==> src/include/nvram_cfg.svh <==
`ifndef NVRAM_CFG_SVH
`define NVRAM_CFG_SVH

// ========================================
// NvRAM store geometry
// ========================================

// Depth of the byte-wide store
`define NVRAM_BYTES 8192

// Byte address width, log2 of the depth
`define NVRAM_ADDR_W 13

// ========================================
// Host block device
// ========================================

// Width of one host buffer word
`define HOST_WORD_W 16

`endif
==> src/hdl/nvram_core_pkg.sv <==
`default_nettype none

`include "nvram_cfg.svh"

package nvram_core_pkg;

    // ========================================
    // Engine sequencing
    // ========================================

    typedef enum logic [3:0] {
        IDLE,
        WAIT_FOR_ACK,
        BACKUP0,
        BACKUP1,
        BACKUP2,
        BACKUP3,
        RESTORE0,
        RESTORE1,
        RESTORE2
    } nvram_state_e;

    // ========================================
    // Store and CPU port
    // ========================================

    typedef logic [`NVRAM_ADDR_W-1:0] nvram_addr_t;
    typedef logic [7:0]               nvram_byte_t;

    typedef struct packed {
        logic        wr;
        nvram_addr_t addr;
        nvram_byte_t data;
    } cpu_port_t;

    // Strobes toward the word lane
    typedef struct packed {
        logic capture_lo;
        logic capture_hi;
        logic latch_restore;
    } lane_ctl_t;

    // Strobes toward the address counter
    typedef struct packed {
        logic clear;
        logic step;
    } cnt_ctl_t;

endpackage

`default_nettype wire

==> src/hdl/nvram_host_pkg.sv <==
`default_nettype none

`include "nvram_cfg.svh"

package nvram_host_pkg;

    // ========================================
    // Host block device side
    // ========================================

    // One word of the host sector buffer
    typedef logic [`HOST_WORD_W-1:0] host_word_t;

    // Transfer requests toward the host
    typedef struct packed {
        logic rd;
        logic wr;
    } host_req_t;

    // Buffer data coming from the host during a restore
    typedef struct packed {
        logic       wr;
        host_word_t word;
    } host_rx_t;

    // Image mount event from the host
    // A zero size means the image was removed
    typedef struct packed {
        logic        change;
        logic [63:0] size;
    } mount_evt_t;

endpackage

`default_nettype wire

==> src/hdl/nvram_word_lane.sv <==
`timescale 1ns/1ns
`default_nettype none

module nvram_word_lane (
    input  wire logic                        clk_sys,
    input  wire nvram_core_pkg::lane_ctl_t   lane_ctl,
    input  wire nvram_host_pkg::host_rx_t    rx,
    input  wire logic                        addr_lsb,
    input  wire nvram_core_pkg::nvram_byte_t eng_rdata,
    output nvram_core_pkg::nvram_byte_t      wdata,
    output nvram_host_pkg::host_word_t       tx_word
);
    import nvram_host_pkg::*;

    // Last word received from the host
    host_word_t rx_word;

    // ========================================
    // Restore path
    // ========================================

    always_ff @(posedge clk_sys) begin
        if (lane_ctl.latch_restore) begin
            rx_word <= rx.word;
        end
    end

    // Host words are little endian so the even byte sits in the low half
    assign wdata = addr_lsb ? rx_word[15:8] : rx_word[7:0];

    // ========================================
    // Backup path
    // ========================================

    always_ff @(posedge clk_sys) begin
        if (lane_ctl.capture_lo) begin
            tx_word[7:0] <= eng_rdata;
        end
        if (lane_ctl.capture_hi) begin
            tx_word[15:8] <= eng_rdata;
        end
    end

endmodule

`default_nettype wire

==> config.mk <==
export PLATFORM = sky130hd
export DESIGN_NAME = nvram_word_lane
export DESIGN_NICKNAME = d
export VERILOG_FILES = /design/src/hdl/nvram_core_pkg.sv /design/src/hdl/nvram_host_pkg.sv /design/src/hdl/nvram_word_lane.sv
export VERILOG_INCLUDE_DIRS = /design/src /design/src/include
export SDC_FILE = /design/constraint.sdc
export NUM_CORES = 1
export LEC_CHECK = 0
export ABC_AREA = 1
export BUFFER_PORTS_ARGS = -buffer_cell sky130_fd_sc_hd__buf_2
export CAP_MARGIN = 40
export CORE_UTILIZATION = 46
export CTS_BUF_LIST = sky130_fd_sc_hd__clkbuf_8
export CTS_CLUSTER_DIAMETER = 120
export DETAILED_ROUTE_END_ITERATION = 12
export GPL_TIMING_DRIVEN = 1
export PLACE_DENSITY_LB_ADDON = 0.05
export SETUP_SLACK_MARGIN = 0.1
export SLEW_MARGIN = 20
export SYNTH_ARGS = -nofsm -noshare
export SYNTH_HDL_FRONTEND = slang
export SYNTH_SLANG_ARGS = --single-unit
export TNS_END_PERCENT = 50
==> constraint.sdc <==
create_clock -name clk_sys -period 0.9 [get_ports clk_sys]
set_clock_uncertainty 0.2 [all_clocks]
set_input_delay 0.18 -clock clk_sys [delete_from_list [all_inputs] [get_ports clk_sys]]
set_output_delay 0.18 -clock clk_sys [all_outputs]
set_load 0.1 [all_outputs]
==> results.json <==
{
  "drv_cap": 0,
  "slew_violations": 0,
  "synth_most_common_cell": "edfxtp_1",
  "grt_pass1_wl_um": 5071,
  "ys_types": 4,
  "ys.flop_type": "edfxtp_1",
  "die_w_um": 50.14,
  "worstPathRequired_ns": 0.52,
  "antenna_found_initial": 0,
  "cts_resized": 0,
  "post-route-util_pct": 94.23,
  "postCtsSetupBuffers": 0,
  "grt_usage_pct": 31.39,
  "syn-instance-count": 58,
  "core_um2": 2191,
  "cts_tree": "done",
  "startpoint": "rx_word[15]",
  "ys_ff_latch": 32,
  "cp_slowest_cell": "edfxtp_1",
  "critical_path.cell_chain": "nand2_2, nand2_8, buf_12",
  "cts-root-buf": "clkbuf_8",
  "post-route-min-period_ns": 1.479,
  "rows": 17,
  "worstPathMaxFanout": 1,
  "hpwl_um": 2268,
  "synth-seq-area-share_pct": 90.14,
  "min_path_type": "in -> reg",
  "syn_nets": 88,
  "synth_area_leaders": "edfxtp_1 (90%), nand2_1 (8.5%), buf_6 (1.1%)",
  "critPathCaptureType": "output port",
  "wirelength_um": 3501,
  "pwr-share-seq_pct": 40.4,
  "clock_power_share_pct": 29.5,
  "cpPeakStageDelay_ns": 0.43,
  "critical_path.top_delay_family": "flip-flops",
  "hold_start": "rx[0]",
  "grt_max_degree": 17,
  "first_global_vias": 889,
  "wl_per_cell_um": 23.66,
  "netSwitchingPower_uw": 1561,
  "via_count": 770,
  "start_kind": "flop",
  "setup_tns_ns": -10.29,
  "synth_commonest_cells": "edfxtp_1 (32), nand2_1 (24), buf_6 (1), inv_2 (1)",
  "start_util_pct": 48.66,
  "power_leakage_uw": 0.0008628,
  "rsz0062_at_grt": "true",
  "cts_sinks": 32,
  "violations": "hold timing, setup timing",
  "syn_area_um2": 1066,
  "power_frac_comb_pct": 30.2,
  "final.setup.worst_slack_ns": -0.5792,
  "path_class": "reg -> out",
  "finalHoldViolations": 32,
  "finalCritPeriodShare_pct": 164.4,
  "h-tree-depth": 2,
  "hold_slack_ns": -0.1315,
  "ios": 54,
  "dpl_cell_area_um2": 1957,
  "portBuffers": 52,
  "cts_buffer_depth": 2,
  "yosys_warnings": 0,
  "clk_pin_slew_worst_paths_ns": 0.07,
  "peakVddDrop_mv": 2.309,
  "switching_share_pct": 33.74,
  "synth_top_area_share_pct": 90.14,
  "crit_arrival_ns": 1.10,
  "finalNetCount": 149,
  "p_per_area_nw_per_um2": 2241,
  "synth_area_per_cell_um2": 18.38,
  "p_int_uw": 3065,
  "fmax_mhz": 676.0,
  "die_area_um2": 2514,
  "drtIter0Drc": 11,
  "yosysTopAreaCell": "edfxtp_1",
  "drc": 0,
  "gr-total-overflow": 0,
  "crit_buf_inv": 1,
  "final_area_um2": 2064,
  "viasPerCell": 5.203,
  "drive_gt1_share_pct": 70.83,
  "drtPass1Iterations": 4,
  "slew_headroom_pct": 86.56,
  "fillers": 54,
  "die_y_um": 50.14,
  "gp_congestion": 0.7356,
  "dpl_worst_slack_ns": -0.3864,
  "outcome": "finished, violations left",
  "worstMarginPinSlew_ns": 0.2017,
  "area_delta_synth_final_pct": 93.66,
  "async_reset_ff_share_pct": 0,
  "ant_nets": 0,
  "diodes": 0,
  "synth-edff-count": 32,
  "finalSetupViolations": 24,
  "cts_buffers": 5
}
==> layout by cell type, fill, tap and decap left out, drive strengths merged <==
| cell type | Yosys | layout |
|---|---|---|
| buf | 1 | 55 |
| edfxtp | 32 | 32 |
| nand2 | 24 | 24 |
| clkbuf | 0 | 5 |
| inv | 1 | 2 |
| clkinv | 0 | 1 |
| bufinv | 0 | 1 |
==> final timing paths <==
check    endpoint  slack, ns  cells past startpoint
max      wdata[7]      -0.58                      3
min    rx_word[0]      -0.13                      1
==> final cells by class <==
class / instances / area [um^2] / share of cell area [%]
Sequential cell: 32 / 960.9 / 46.55
Timing Repair Buffer: 55 / 668.1 / 32.36
Multi-Input combinational cell: 24 / 276.5 / 13.39
Clock buffer: 5 / 68.82 / 3.333
Clock inverter: 3 / 38.79 / 1.879
Tap cell: 28 / 35.03 / 1.697
Inverter: 1 / 16.27 / 0.7879
==> registers in the layout (all words and copies together), names as in the netlist <==
register / count
tx_word: 16
rx_word: 16
==> cells by family after synthesis <==
| logic type | after synthesis | share of synthesized area (%) |
|---|---|---|
| DFF | 32 | 90.14 |
| and+or+nand+nor | 24 | 8.451 |
| buffers and inverters | 2 | 1.408 |
==> metal layers <==
| metal | global-route usage [%] | wire length [um] | share of wire, % |
|---|---|---|---|
| met5 | 0 | 0 | 0 |
| met3 | 8.788 | 220 | 6.3 |
| met4 | 12.38 | 72 | 2.1 |
| met2 | 60.22 | 2040 | 58 |
| met1 | 30.96 | 1167 | 33 |
==> power groups by stage <==
stage	sequential (uW)	combinational [uW]	clock, uW
global route	1880	1420	1410
global placement	1890	1360	0
floorplan	2270	436	0
detailed placement	1890	1390	0
finish	1870	1400	1360
CTS	1870	1400	1370
==> through the flow <==
step | instances | power [uW]
6_report | 148 | 4626
5_1_grt | 148 | 4707
4_1_cts | 148 | 4638
3_5_place_dp | 140 | 3279
3_3_place_gp | 140 | 3243
2_1_floorplan | 58 | 2707
==> repair_timing <==
item,in CTS,in global routing
endpoints found under the setup margin,24,24
cloned,0,0
endpoints found under the hold margin,32,32
pin swaps,14,4
Power figures use the tool's default switching activity.
