<file path="src/include/nvram_cfg.svh">
`ifndef NVRAM_CFG_SVH
`define NVRAM_CFG_SVH

// ========================================
// NvRAM store geometry
// ========================================

// Depth of the byte-wide store
`define NVRAM_BYTES 8192

// Byte address width, log2 of the depth
`define NVRAM_ADDR_W 13

// ========================================
// Host block device
// ========================================

// Width of one host buffer word
`define HOST_WORD_W 16

`endif
</file>
<file path="src/hdl/nvram_core_pkg.sv">
`default_nettype none

`include "nvram_cfg.svh"

package nvram_core_pkg;

    // ========================================
    // Engine sequencing
    // ========================================

    typedef enum logic [3:0] {
        IDLE,
        WAIT_FOR_ACK,
        BACKUP0,
        BACKUP1,
        BACKUP2,
        BACKUP3,
        RESTORE0,
        RESTORE1,
        RESTORE2
    } nvram_state_e;

    // ========================================
    // Store and CPU port
    // ========================================

    typedef logic [`NVRAM_ADDR_W-1:0] nvram_addr_t;
    typedef logic [7:0]               nvram_byte_t;

    typedef struct packed {
        logic        wr;
        nvram_addr_t addr;
        nvram_byte_t data;
    } cpu_port_t;

    // Strobes toward the word lane
    typedef struct packed {
        logic capture_lo;
        logic capture_hi;
        logic latch_restore;
    } lane_ctl_t;

    // Strobes toward the address counter
    typedef struct packed {
        logic clear;
        logic step;
    } cnt_ctl_t;

endpackage

`default_nettype wire

</file>
<file path="src/hdl/nvram_addr_counter.sv">
`timescale 1ns/1ns
`default_nettype none

module nvram_addr_counter (
    input  wire logic                     clk_sys,
    input  wire logic                     cditop_reset,
    input  wire nvram_core_pkg::cnt_ctl_t cnt_ctl,
    input  wire logic                     buff_addr_lsb,
    output nvram_core_pkg::nvram_addr_t   addr,
    output logic                          host_step
);

    // Previous host buffer address bit
    logic lsb_q;

    // ========================================
    // Store byte address
    // ========================================

    always_ff @(posedge clk_sys) begin
        if (cditop_reset || cnt_ctl.clear) begin
            addr <= '0;
        end else if (cnt_ctl.step) begin
            addr <= addr + 1'b1;
        end
    end

    // ========================================
    // Host pacing
    // ========================================

    always_ff @(posedge clk_sys) begin
        lsb_q <= buff_addr_lsb;
    end

    // One cycle pulse per toggle of the buffer address
    assign host_step = (lsb_q != buff_addr_lsb);

    a_clear_step: assert property (
        @(posedge clk_sys) disable iff (cditop_reset)
        cnt_ctl.clear |-> !cnt_ctl.step
    ) else $error("address clear and step at the same time");

endmodule

`default_nettype wire

</file>
<file path="config.mk">
export PLATFORM = sky130hd
export DESIGN_NAME = nvram_addr_counter
export DESIGN_NICKNAME = d
export VERILOG_FILES = /design/src/hdl/nvram_core_pkg.sv /design/src/hdl/nvram_addr_counter.sv
export VERILOG_INCLUDE_DIRS = /design/src /design/src/include
export SDC_FILE = /design/constraint.sdc
export NUM_CORES = 1
export LEC_CHECK = 0
export BUFFER_PORTS_ARGS = -buffer_cell sky130_fd_sc_hd__buf_2
export CORE_AREA = 2 2 49 46
export DETAILED_ROUTE_END_ITERATION = 16
export DIE_AREA = 0 0 51 48
export PLACE_DENSITY_LB_ADDON = 0.3
export SLEW_MARGIN = 20
export SYNTH_ARGS = -nofsm -noshare
export SYNTH_HDL_FRONTEND = slang
export SYNTH_SLANG_ARGS = --single-unit
</file>
<file path="constraint.sdc">
create_clock -name clk_sys -period 1.9 [get_ports clk_sys]
set_input_delay 0.095 -clock clk_sys [delete_from_list [all_inputs] [get_ports clk_sys]]
set_output_delay 0.095 -clock clk_sys [all_outputs]
set_load 0.005 [all_outputs]
</file>
==> run summary <==
The flow ran to the end, and the final reports show no timing, DRC or antenna violations. In the final layout, flip-flops and latches occupy 280 um2. The power density normalized to cell area is 673 nW/um2, and the max-slew violation count is 0. The count of vias placed by the detailed router was 576; the maximum fanout encountered on the critical timing path was 7.

In this run the vertical extent of the chip is 48 um. Of the total synthesized cell area, the portion taken by AND, OR, NAND and NOR gates is 28.8%. The run gives 2450 um2 as the die area.

The path category of the worst min-delay check is input pin to register. The run gives 935 um as the total half-perimeter wirelength after legalization and detailed placement. Timing would allow up to 672 MHz.

For the final count of hold timing violations, the log shows 0. The tools report the global route total overflow as 0. 0 antenna diodes ended up in the layout. The number of vias per cell was 4.97.

The worst-margin pin slew came out at 380 ps. The tools report the setup total negative slack as 0 ps. TritonCTS built the clock tree. The violation count after the first detailed-route iteration is 9, and the die extent in x is 51 um. In this run the deepest clock path goes through 2 buffers. The clock period minus worst slack came out at 1490 ps. For this configuration, the core starts out at a cell density of 34.2%. The number of clock buffers inserted by TritonCTS was 3; the adder-cell area share of the yosys netlist was 1.93%.

Number of placement rows: 15. Counting the fill cells in the layout gives 195. In this run the post-CTS setup repair buffer count came out at 0. Setup slack closes at 411 ps. CTS saw 14 sinks.

Global routing used 12.3% of the available tracks across all layers. Relative to the synthesized area, the layout overhead comes to 24.5%. The tools report the number of nets at the end of the flow as 98. The root cell of the clock tree was sky130_fd_sc_hd__clkbuf_4. The worst endpoint data arrival time is 1700 ps, and the initial antenna violation count is 0. For the routability congestion estimate, the log shows 0.746. After synthesis, the largest family of logic cells by area is simple AND/OR/NAND/NOR gates. The clock transition at the registers of the reported paths works out to 90 ps. The latest clock arrival within the worst-skew pair was 280 ps.

The dominant register cell in the synthesized netlist is sky130_fd_sc_hd__dfxtp_1. The synthesized design contains 0 enable-type register cells. The global-route wire length before repair was 2080 um; the post-route non-filler standard cell count was 116. The DRC violation count after routing was 0; the maximum vdd drop was 0.292 mV. The largest single stage delay on the critical path is 450 ps. The routed wire length per instance is 11.0 um, and the pin count of the biggest net entering global routing is 9. Of the total synthesized cell area, the portion taken by XOR and XNOR cells is 6.76%. The logs give 1 for the count of hold-fix buffers inserted at cts and 1 for the H-tree level count. The worst path uses 78.4% of the clock period. Between clock sinks in the finished design, the worst skew comes to 2.64 ps.

The design draws 543 uW. The number of flip-flops and latches in the synthesized netlist is 14, and the aggregate routed wire length is 1280 um. Counting every instance in the synthesized netlist gives 70.

The critical path goes through ha_1 > nand4_2 > or4_1 > a21oi_1. The startpoint-to-endpoint class of the critical path is register to register. The run gives 470 as the via count of the first global-routing pass.

For the number of gates resized after CTS, the log shows 0. Setup violations remaining at the end of the flow were counted as 0. Before CTS, the worst setup slack after placement is 450 ps. Setup repair after global routing left no endpoint under its margin. On the critical path the largest part of the delay comes from simple AND/OR/NAND/NOR gates. The tools report the final core utilization as 42.6%.

Across the run, the number of max-cap violations was 0. In the synthesized netlist the async set-or-reset flop fraction comes to 0%. The tools report the startpoint kind of the worst setup timing path as a register. By count the netlist is led by sky130_fd_sc_hd__dfxtp_1 (14), sky130_fd_sc_hd__nand2_1 (7), sky130_fd_sc_hd__nor2_1 (5).

The pre-antenna-repair detailed-routing pass consisted of 4 iterations. The worst setup path is captured at a register. Area share of the leading cell type in the synthesized netlist: 43.2%.

The critical path buffer and inverter count was 0. The synthesized-area fraction occupied by ao, oa, aoi and oai cells came out at 10.0%. Most common cell in the synthesized netlist: sky130_fd_sc_hd__dfxtp_1. The synthesized area per cell was 9.26 um2; the leakage power was 0.000324 uW. The total area inside the core boundary comes to 1900 um2.

By area the synthesized netlist is led by sky130_fd_sc_hd__dfxtp_1 (43%), sky130_fd_sc_hd__mux2i_1 (6.2%), sky130_fd_sc_hd__o31ai_1 (4.6%). The fraction of the yosys area taken by sequential cells is 43.2%, and the worst-case headroom to the max-slew limit is 74.4%. Of the cells placed in the final design, the portion with a size suffix greater than 1 is 26.4%. Most area-hungry cell type in the Yosys netlist: sky130_fd_sc_hd__dfxtp_1. The run gives 23 as the number of different library cells in the post-synthesis netlist. The Yosys step of the flow raised 0 warnings. The fraction of synthesized area in multiplexers was 6.18%; the post-route antenna net violation count was 0. The run gives 111 as the total placed cells including tap cells. The master of the slowest instance on the critical path is sky130_fd_sc_hd__or4_1.

STA puts the critical path data required time at 2120 ps. The net count after synthesis was 76; the synthesized area was 648 um2. 19 I/O pins were placed.

In this run the tool buffered the top-level ports with 18 buffer cells. Summing all multi-input logic gate instances after layout gives 348 um2.
[worst paths after layout]
kind / startpoint / end / slack (ps) / cells after the start
worst max-delay path: addr[0] / addr[6] / 410 / 4
worst max register to register: addr[0] / addr[6] / 410 / 4
worst min-delay path: cnt_ctl[1] / addr[10] / 130 / 3
worst min register to register: addr[12] / addr[12] / 480 / 2
[where the power goes]
part,total (uW),internal (uW),switching [uW]
Clock,218,117,101
Combinational,27.5,13.2,14.3
Sequential,298,296,2.34
[registers in the layout, indices dropped and copies added, names as in the netlist]
register,cells
addr,13
lsb_q,1
[final cells by class]
class                           instances  area share [%]
Clock buffer                            4            4.50
Tap cell                               25            3.88
Timing Repair Buffer                   19            12.4
Multi-Input combinational cell         51            43.1
Inverter                                3            1.40
Sequential cell                        14            34.7
[layout by cell type, fill, tap and decap left out, types with 3 or more instances in the layout]
| cell type | count |
|---|---|
| sky130_fd_sc_hd__dfxtp_1 | 14 |
| sky130_fd_sc_hd__mux2i_1 | 4 |
| sky130_fd_sc_hd__clkbuf_4 | 3 |
| sky130_fd_sc_hd__buf_2 | 18 |
| sky130_fd_sc_hd__inv_1 | 3 |
| sky130_fd_sc_hd__or3_1 | 3 |
| sky130_fd_sc_hd__nand2_1 | 7 |
| sky130_fd_sc_hd__nor4_1 | 3 |
| sky130_fd_sc_hd__xor2_1 | 3 |
| sky130_fd_sc_hd__a21oi_1 | 4 |
| sky130_fd_sc_hd__o31ai_1 | 4 |
| sky130_fd_sc_hd__or4_1 | 4 |
| sky130_fd_sc_hd__nor2_1 | 5 |
[kinds of logic (layout without fill, tap and decap cells)]
logic type | after synthesis | count (layout)
adder cells (fa/ha/maj) | 1 | 1
AO/OA/AOI/OAI | 10 | 10
AND/OR/NAND/NOR | 31 | 31
XOR/XNOR | 5 | 5
buffers and inverters | 5 | 26
flip-flops | 14 | 14
multiplexers | 4 | 4
[worst register-to-register path, cell delays in order (launching register included)]
cell and delay [ps]:
sky130_fd_sc_hd__dfxtp_1 410, sky130_fd_sc_hd__ha_1 210, sky130_fd_sc_hd__nand4_2 210, sky130_fd_sc_hd__or4_1 450
sky130_fd_sc_hd__a21oi_1 150
[stage by stage]
stage / area [um2] / hold slack [ps]
5_1_grt: 807 / 129
6_report: 807 / 129
4_1_cts: 807 / 116
3_3_place_gp: 761 / 222
3_5_place_dp: 761 / 227
2_1_floorplan: 648 / 123
[routing by layer]
| layer | wire, um | vias to the layer above | global-route usage [%] | share of wire [%] |
|---|---|---|---|---|
| li1 | - | 302 | - | - |
| met1 | 605 | 264 | 15.9 | 47 |
| met2 | 610 | 8 | 17.9 | 48 |
| met3 | 43 | 2 | 2.19 | 3.4 |
| met4 | 19 | 0 | 11.4 | 1.5 |
| met5 | 0 | - | 0 | 0 |
Note: power is estimated with default switching activity, not from simulation.
