`src/include/nvram_cfg.svh`:
```
`ifndef NVRAM_CFG_SVH
`define NVRAM_CFG_SVH

// ========================================
// NvRAM store geometry
// ========================================

// Depth of the byte-wide store
`define NVRAM_BYTES 8192

// Byte address width, log2 of the depth
`define NVRAM_ADDR_W 13

// ========================================
// Host block device
// ========================================

// Width of one host buffer word
`define HOST_WORD_W 16

`endif
```
`src/hdl/nvram_core_pkg.sv`:
```
`default_nettype none

`include "nvram_cfg.svh"

package nvram_core_pkg;

    // ========================================
    // Engine sequencing
    // ========================================

    typedef enum logic [3:0] {
        IDLE,
        WAIT_FOR_ACK,
        BACKUP0,
        BACKUP1,
        BACKUP2,
        BACKUP3,
        RESTORE0,
        RESTORE1,
        RESTORE2
    } nvram_state_e;

    // ========================================
    // Store and CPU port
    // ========================================

    typedef logic [`NVRAM_ADDR_W-1:0] nvram_addr_t;
    typedef logic [7:0]               nvram_byte_t;

    typedef struct packed {
        logic        wr;
        nvram_addr_t addr;
        nvram_byte_t data;
    } cpu_port_t;

    // Strobes toward the word lane
    typedef struct packed {
        logic capture_lo;
        logic capture_hi;
        logic latch_restore;
    } lane_ctl_t;

    // Strobes toward the address counter
    typedef struct packed {
        logic clear;
        logic step;
    } cnt_ctl_t;

endpackage

`default_nettype wire

```
`src/hdl/nvram_host_pkg.sv`:
```
`default_nettype none

`include "nvram_cfg.svh"

package nvram_host_pkg;

    // ========================================
    // Host block device side
    // ========================================

    // One word of the host sector buffer
    typedef logic [`HOST_WORD_W-1:0] host_word_t;

    // Transfer requests toward the host
    typedef struct packed {
        logic rd;
        logic wr;
    } host_req_t;

    // Buffer data coming from the host during a restore
    typedef struct packed {
        logic       wr;
        host_word_t word;
    } host_rx_t;

    // Image mount event from the host
    // A zero size means the image was removed
    typedef struct packed {
        logic        change;
        logic [63:0] size;
    } mount_evt_t;

endpackage

`default_nettype wire

```
`src/hdl/nvram_sync_fsm.sv`:
```
`timescale 1ns/1ns
`default_nettype none

module nvram_sync_fsm (
    input  wire logic                       clk_sys,
    input  wire logic                       cditop_reset,
    input  wire nvram_host_pkg::mount_evt_t mount,
    input  wire logic                       osd_status,
    input  wire logic                       host_ack,
    input  wire logic                       host_step,
    input  wire logic                       rx_wr,
    input  wire logic                       cpu_changed,
    output nvram_host_pkg::host_req_t       host_req,
    output nvram_core_pkg::cnt_ctl_t        cnt_ctl,
    output nvram_core_pkg::lane_ctl_t       lane_ctl,
    output logic                            eng_wr,
    output logic                            cpu_allow,
    output logic                            backup_pending
);
    import nvram_core_pkg::*;

    nvram_state_e state;

    // Set while a usable image is mounted
    logic mounted = 1'b0;
    logic osd_q;

    logic img_mount;
    logic osd_rise;
    logic start_restore;
    logic start_backup;

    assign img_mount = mount.change && (mount.size != '0);
    assign osd_rise  = osd_status && !osd_q;

    // A fresh image always wins over a pending backup
    assign start_restore = (state == IDLE) && img_mount;
    assign start_backup  = (state == IDLE) && !img_mount && backup_pending && osd_rise;

    // ========================================
    // Mount tracking and backup request
    // ========================================

    always_ff @(posedge clk_sys) begin
        osd_q <= osd_status;
        if (mount.change) begin
            mounted <= (mount.size != '0);
        end
    end

    // Cleared when a backup starts so later CPU writes request another one
    always_ff @(posedge clk_sys) begin
        if (cditop_reset) begin
            backup_pending <= 1'b0;
        end else if (start_backup) begin
            backup_pending <= 1'b0;
        end else if (cpu_changed && mounted) begin
            backup_pending <= 1'b1;
        end
    end

    // ========================================
    // Transfer sequencing
    // ========================================

    always_ff @(posedge clk_sys) begin
        if (cditop_reset) begin
            state    <= IDLE;
            host_req <= '0;
        end else begin
            if (host_ack) begin
                host_req <= '0;
            end

            case (state)
                IDLE: begin
                    if (start_restore) begin
                        host_req.rd <= 1'b1;
                        state       <= WAIT_FOR_ACK;
                    end else if (start_backup) begin
                        host_req.wr <= 1'b1;
                        state       <= WAIT_FOR_ACK;
                    end
                end
                WAIT_FOR_ACK: begin
                    if (host_ack && host_req.rd) begin
                        state <= RESTORE0;
                    end else if (host_ack && host_req.wr) begin
                        state <= BACKUP0;
                    end
                end
                BACKUP0: state <= BACKUP1;
                BACKUP1: state <= BACKUP2;
                BACKUP2: state <= BACKUP3;
                BACKUP3: begin
                    // Host asks for the next word
                    if (host_step) begin
                        state <= BACKUP1;
                    end
                    if (!host_ack) begin
                        state <= IDLE;
                    end
                end
                RESTORE0: begin
                    if (rx_wr) begin
                        state <= RESTORE1;
                    end
                    if (!host_ack) begin
                        state <= IDLE;
                    end
                end
                RESTORE1: state <= RESTORE2;
                RESTORE2: state <= RESTORE0;
                default:  state <= IDLE;
            endcase
        end
    end

    // Address stays at zero in IDLE so every transfer starts at byte 0
    assign cnt_ctl.clear = (state == IDLE);
    assign cnt_ctl.step  = (state inside {BACKUP0, BACKUP1, RESTORE1, RESTORE2}) ||
                           ((state == BACKUP3) && host_step);

    // Read data lags the address by one cycle
    assign lane_ctl.capture_lo    = (state == BACKUP1);
    assign lane_ctl.capture_hi    = (state == BACKUP2);
    assign lane_ctl.latch_restore = (state == RESTORE0) && rx_wr;

    // Low byte in RESTORE1, high byte in RESTORE2
    assign eng_wr    = (state == RESTORE1) || (state == RESTORE2);
    assign cpu_allow = (state == IDLE);

    a_one_request: assert property (
        @(posedge clk_sys) disable iff (cditop_reset)
        host_req.rd |-> !host_req.wr
    ) else $error("read and write requested together");

endmodule

`default_nettype wire

```
`config.mk`:
```
export PLATFORM = sky130hd
export DESIGN_NAME = nvram_sync_fsm
export DESIGN_NICKNAME = d
export VERILOG_FILES = /design/src/hdl/nvram_core_pkg.sv /design/src/hdl/nvram_host_pkg.sv /design/src/hdl/nvram_sync_fsm.sv
export VERILOG_INCLUDE_DIRS = /design/src /design/src/include
export SDC_FILE = /design/constraint.sdc
export NUM_CORES = 1
export LEC_CHECK = 0
export BUFFER_PORTS_ARGS = -buffer_cell sky130_fd_sc_hd__clkbuf_2
export CORE_MARGIN = 3
export CORE_UTILIZATION = 23
export DETAILED_ROUTE_END_ITERATION = 6
export GPL_TIMING_DRIVEN = 1
export PLACE_DENSITY_LB_ADDON = 0.15
export SLEW_MARGIN = 20
export SYNTH_ARGS = -nofsm -noshare
export SYNTH_HDL_FRONTEND = slang
export SYNTH_SLANG_ARGS = --single-unit
```
`constraint.sdc`:
```
create_clock -name clk_sys -period 3 [get_ports clk_sys]
set_input_delay 0.3 -clock clk_sys [delete_from_list [all_inputs] [get_ports clk_sys]]
set_output_delay 0.3 -clock clk_sys [all_outputs]
set_load 0.005 [all_outputs]
```
==> summary.md <==
| Metric | Value |
|---|---|
| Crit Path Class | reg2reg |
| Port Buf Inserts | 81 |
| Slew margin rel. | 68.2% |
| Top-count cell post-synth | nor4_1 |
| Clk slew on worst S/H paths | 0.06 ns |
| Clock latency on the worst-skew pair | 0.26 ns |
| Post-DR wirelength/cell | 13.4 um |
| Core Rows | 18 |
| Ant. Diodes | 0 |
| Routed Antenna Nets | 0 |
| DRT Pass-1 Iters | 4 |
| Routability Congestion | 0.818 |
| Simple-Gate Fraction of Synth Area | 46.3% |
| DRT Wirelength | 2.63 mm |
| Worst slack, placed | 1.11 ns |
| Max Fanout on Critical Path | 17 |
| Pwr Density | 496 mW/mm2 |
| Clock Skews | 0.000601 ns |
| HP Class | in2reg |
| Nets | 239 |
| Die width | 60.1 um |
| Top cells by count, synth | nor4_1, a21oi_1, dfxtp_1 |
| Final design utilization | 42.5% |
| Initial Util | 25.5% |
| Layout cell share with drive strength beyond 1 | 54.2% |
| RSZ-0062 raised after global routing | no |
| Total power | 0.555 mW |
| Placed cell area | 0.00109 mm2 |
| Setup crit end kind | register |
| Clock sinks | 9 |
| CTS tree | done |
| Final period util | 58.7% |
| H-tree depth | 1 |
| Setup-failing EPs final | 0 |
| Worst r2r path cells | 5 |
| Remaining global-route overflow | 0 |
| Ys flop type | dfxtp_1 |
| Hold_buf cts | 0 |
| Synthesis-to-layout area growth | 66.4% |
| Post-route cell area | 0.00112 mm2 |
| Max VDD drop | 0.324 mV |
| CP startpoint | state[0] |
| Number of flops mapped to enable cells by yosys | 1 |
| Setup total negative slack | 0 ns |
| Yosys reg bits | 9 |
| Die area | 0.00361 mm2 |
| I/O pin cnt | 82 |
| Area of the core | 0.00264 mm2 |
| Worst Path Required | 3.21 ns |
| Mapped Area | 673 um2 |
| PostCTS Resize Cnt | 0 |
| Worst slew pin tran | 0.476 ns |
| Post-CTS Setup Inserts | 0 |
| Worst setup margin | 1.24 ns |
| Cell count after synthesis | 86 |
| Largest family of logic cells by synthesized area | simple AND/OR/NAND/NOR gates |
| Avg Vias per Cell | 5.03 |
| Synth Area in Compound Gates | 21.0% |
| Yosys warns | 0 |
| Avg Inst Size Synth | 7.83 um2 |
| R2R Path Start | state[0] |
| Max cap viols | 0 |
| Status | finished, final reports clean |
| Vias in the first global route | 1026 |
| Post-Synth XOR/XNOR Area | 0% |
| First-pass GRT wire length | 4.25 mm |
| Fmax | 0.568 GHz |
| Post-synthesis mux area share | 0% |
| Critical path arrival | 1.97 ns |
| Synth Area in Adders | 0% |
| Share of the synthesized area in the top cell type | 23.8% |
| Drt drc | 0 |
| Fin crit period | 1.76 ns |
| Worst-case clock buffer depth | 2 |
| Async set-reset flop share out of synthesis | 0% |
| Global router's overall resource usage | 15.5% |
| Cell taking the most area after synthesis | dfxtp_1 |
| First-iteration detailed-routing DRC count | 24 |
| Post-DP HPWL | 2.30 mm |
| Slew Viols, Final | 0 |
| Die height | 60.1 um |
| Largest net degree at the start of global routing | 18 |
| Net Count, Synth | 158 |
| Leakage power | 0.581 nW |
| Final Hold Vio Count | 0 |
| Clock buffers created by TritonCTS | 3 |
| Via count | 986 |
| Hold Startpoint | osd_status |
| Post-synthesis sequential area ratio | 28.3% |
| Distinct cells, synth | 30 |
| Hold path depth | 1 |
| Synth area leaders | dfxtp_1, nor4_1, a21oi_1 |
| Startpoint Class | register |
| Initial antenna violation count | 0 |
| Clock root buffer | clkbuf_4 |
-- state kept, by name (all words and copies together) (netlist names) --
name and flops:
backup_pending 1, host_req 2, mounted 1, osd_q 1, state 4
-- layer usage --
layer / global-route usage [%] / wire [um]
met3: 4.97 / 169
met1: 17.9 / 1040
met5: 0 / 0
met4: 4.75 / 47
met2: 26.7 / 1370
-- cells by family (layout without fill, tap and decap cells) --
| group | Yosys count | count (layout) |
|---|---|---|
| compound gates | 21 | 21 |
| buf+inv | 7 | 87 |
| flops | 9 | 9 |
| simple gates | 49 | 49 |
-- critical path, cell delays in order (launching register included) --
cell	delay, ns
dfxtp_1	0.62
nor3b_1	0.12
o211a_1	0.26
a21oi_1	0.21
nor4bb_1	0.34
o31a_1	0.17
-- power breakdown --
group | switching [mW] | internal (mW)
clock network | 0.0446 | 0.0514
registers | 0.0605 | 0.144
logic | 0.117 | 0.138
total | 0.222 | 0.333
-- metrics by stage --
stage	hold WS, ns	instances
2_1_floorplan	0.328	86
3_3_place_gp	0.449	192
3_5_place_dp	0.454	192
4_1_cts	0.180	196
5_1_grt	0.169	196
6_report	0.180	196
-- cell usage in the layout, fill, tap and decap left out, types with 2 or more instances in the layout --
| cell type | n |
|---|---|
| nand2_1 | 4 |
| nand2b_1 | 2 |
| clkbuf_4 | 3 |
| a21boi_0 | 2 |
| nor2_1 | 4 |
| nor3b_1 | 4 |
| nor2b_1 | 4 |
| o21ai_1 | 2 |
| clkbuf_2 | 81 |
| nand3_1 | 3 |
| dfxtp_1 | 8 |
| nand4_1 | 4 |
| nor3_1 | 4 |
| inv_2 | 2 |
| nor4_1 | 15 |
| a21oi_1 | 8 |
| o31a_1 | 2 |
-- final cells by class --
class	instances	area, um2
Clock buffer	4	26.3
Fill cell	283	1520
Multi-Input combinational cell	70	453
Tap cell	30	37.5
Timing Repair Buffer	81	405
Sequential cell	9	190
Inverter	2	7.51
-- path summary, 6_finish.rpt --
| path | to | slack [ns] |
|---|---|---|
| setup / recovery | state[1] | 1.24 |
| hold / removal | osd_q | 0.18 |
| setup reg to reg | state[1] | 1.24 |
| hold reg to reg | host_req[1] | 0.51 |
Note: power is estimated with default switching activity, not from simulation.
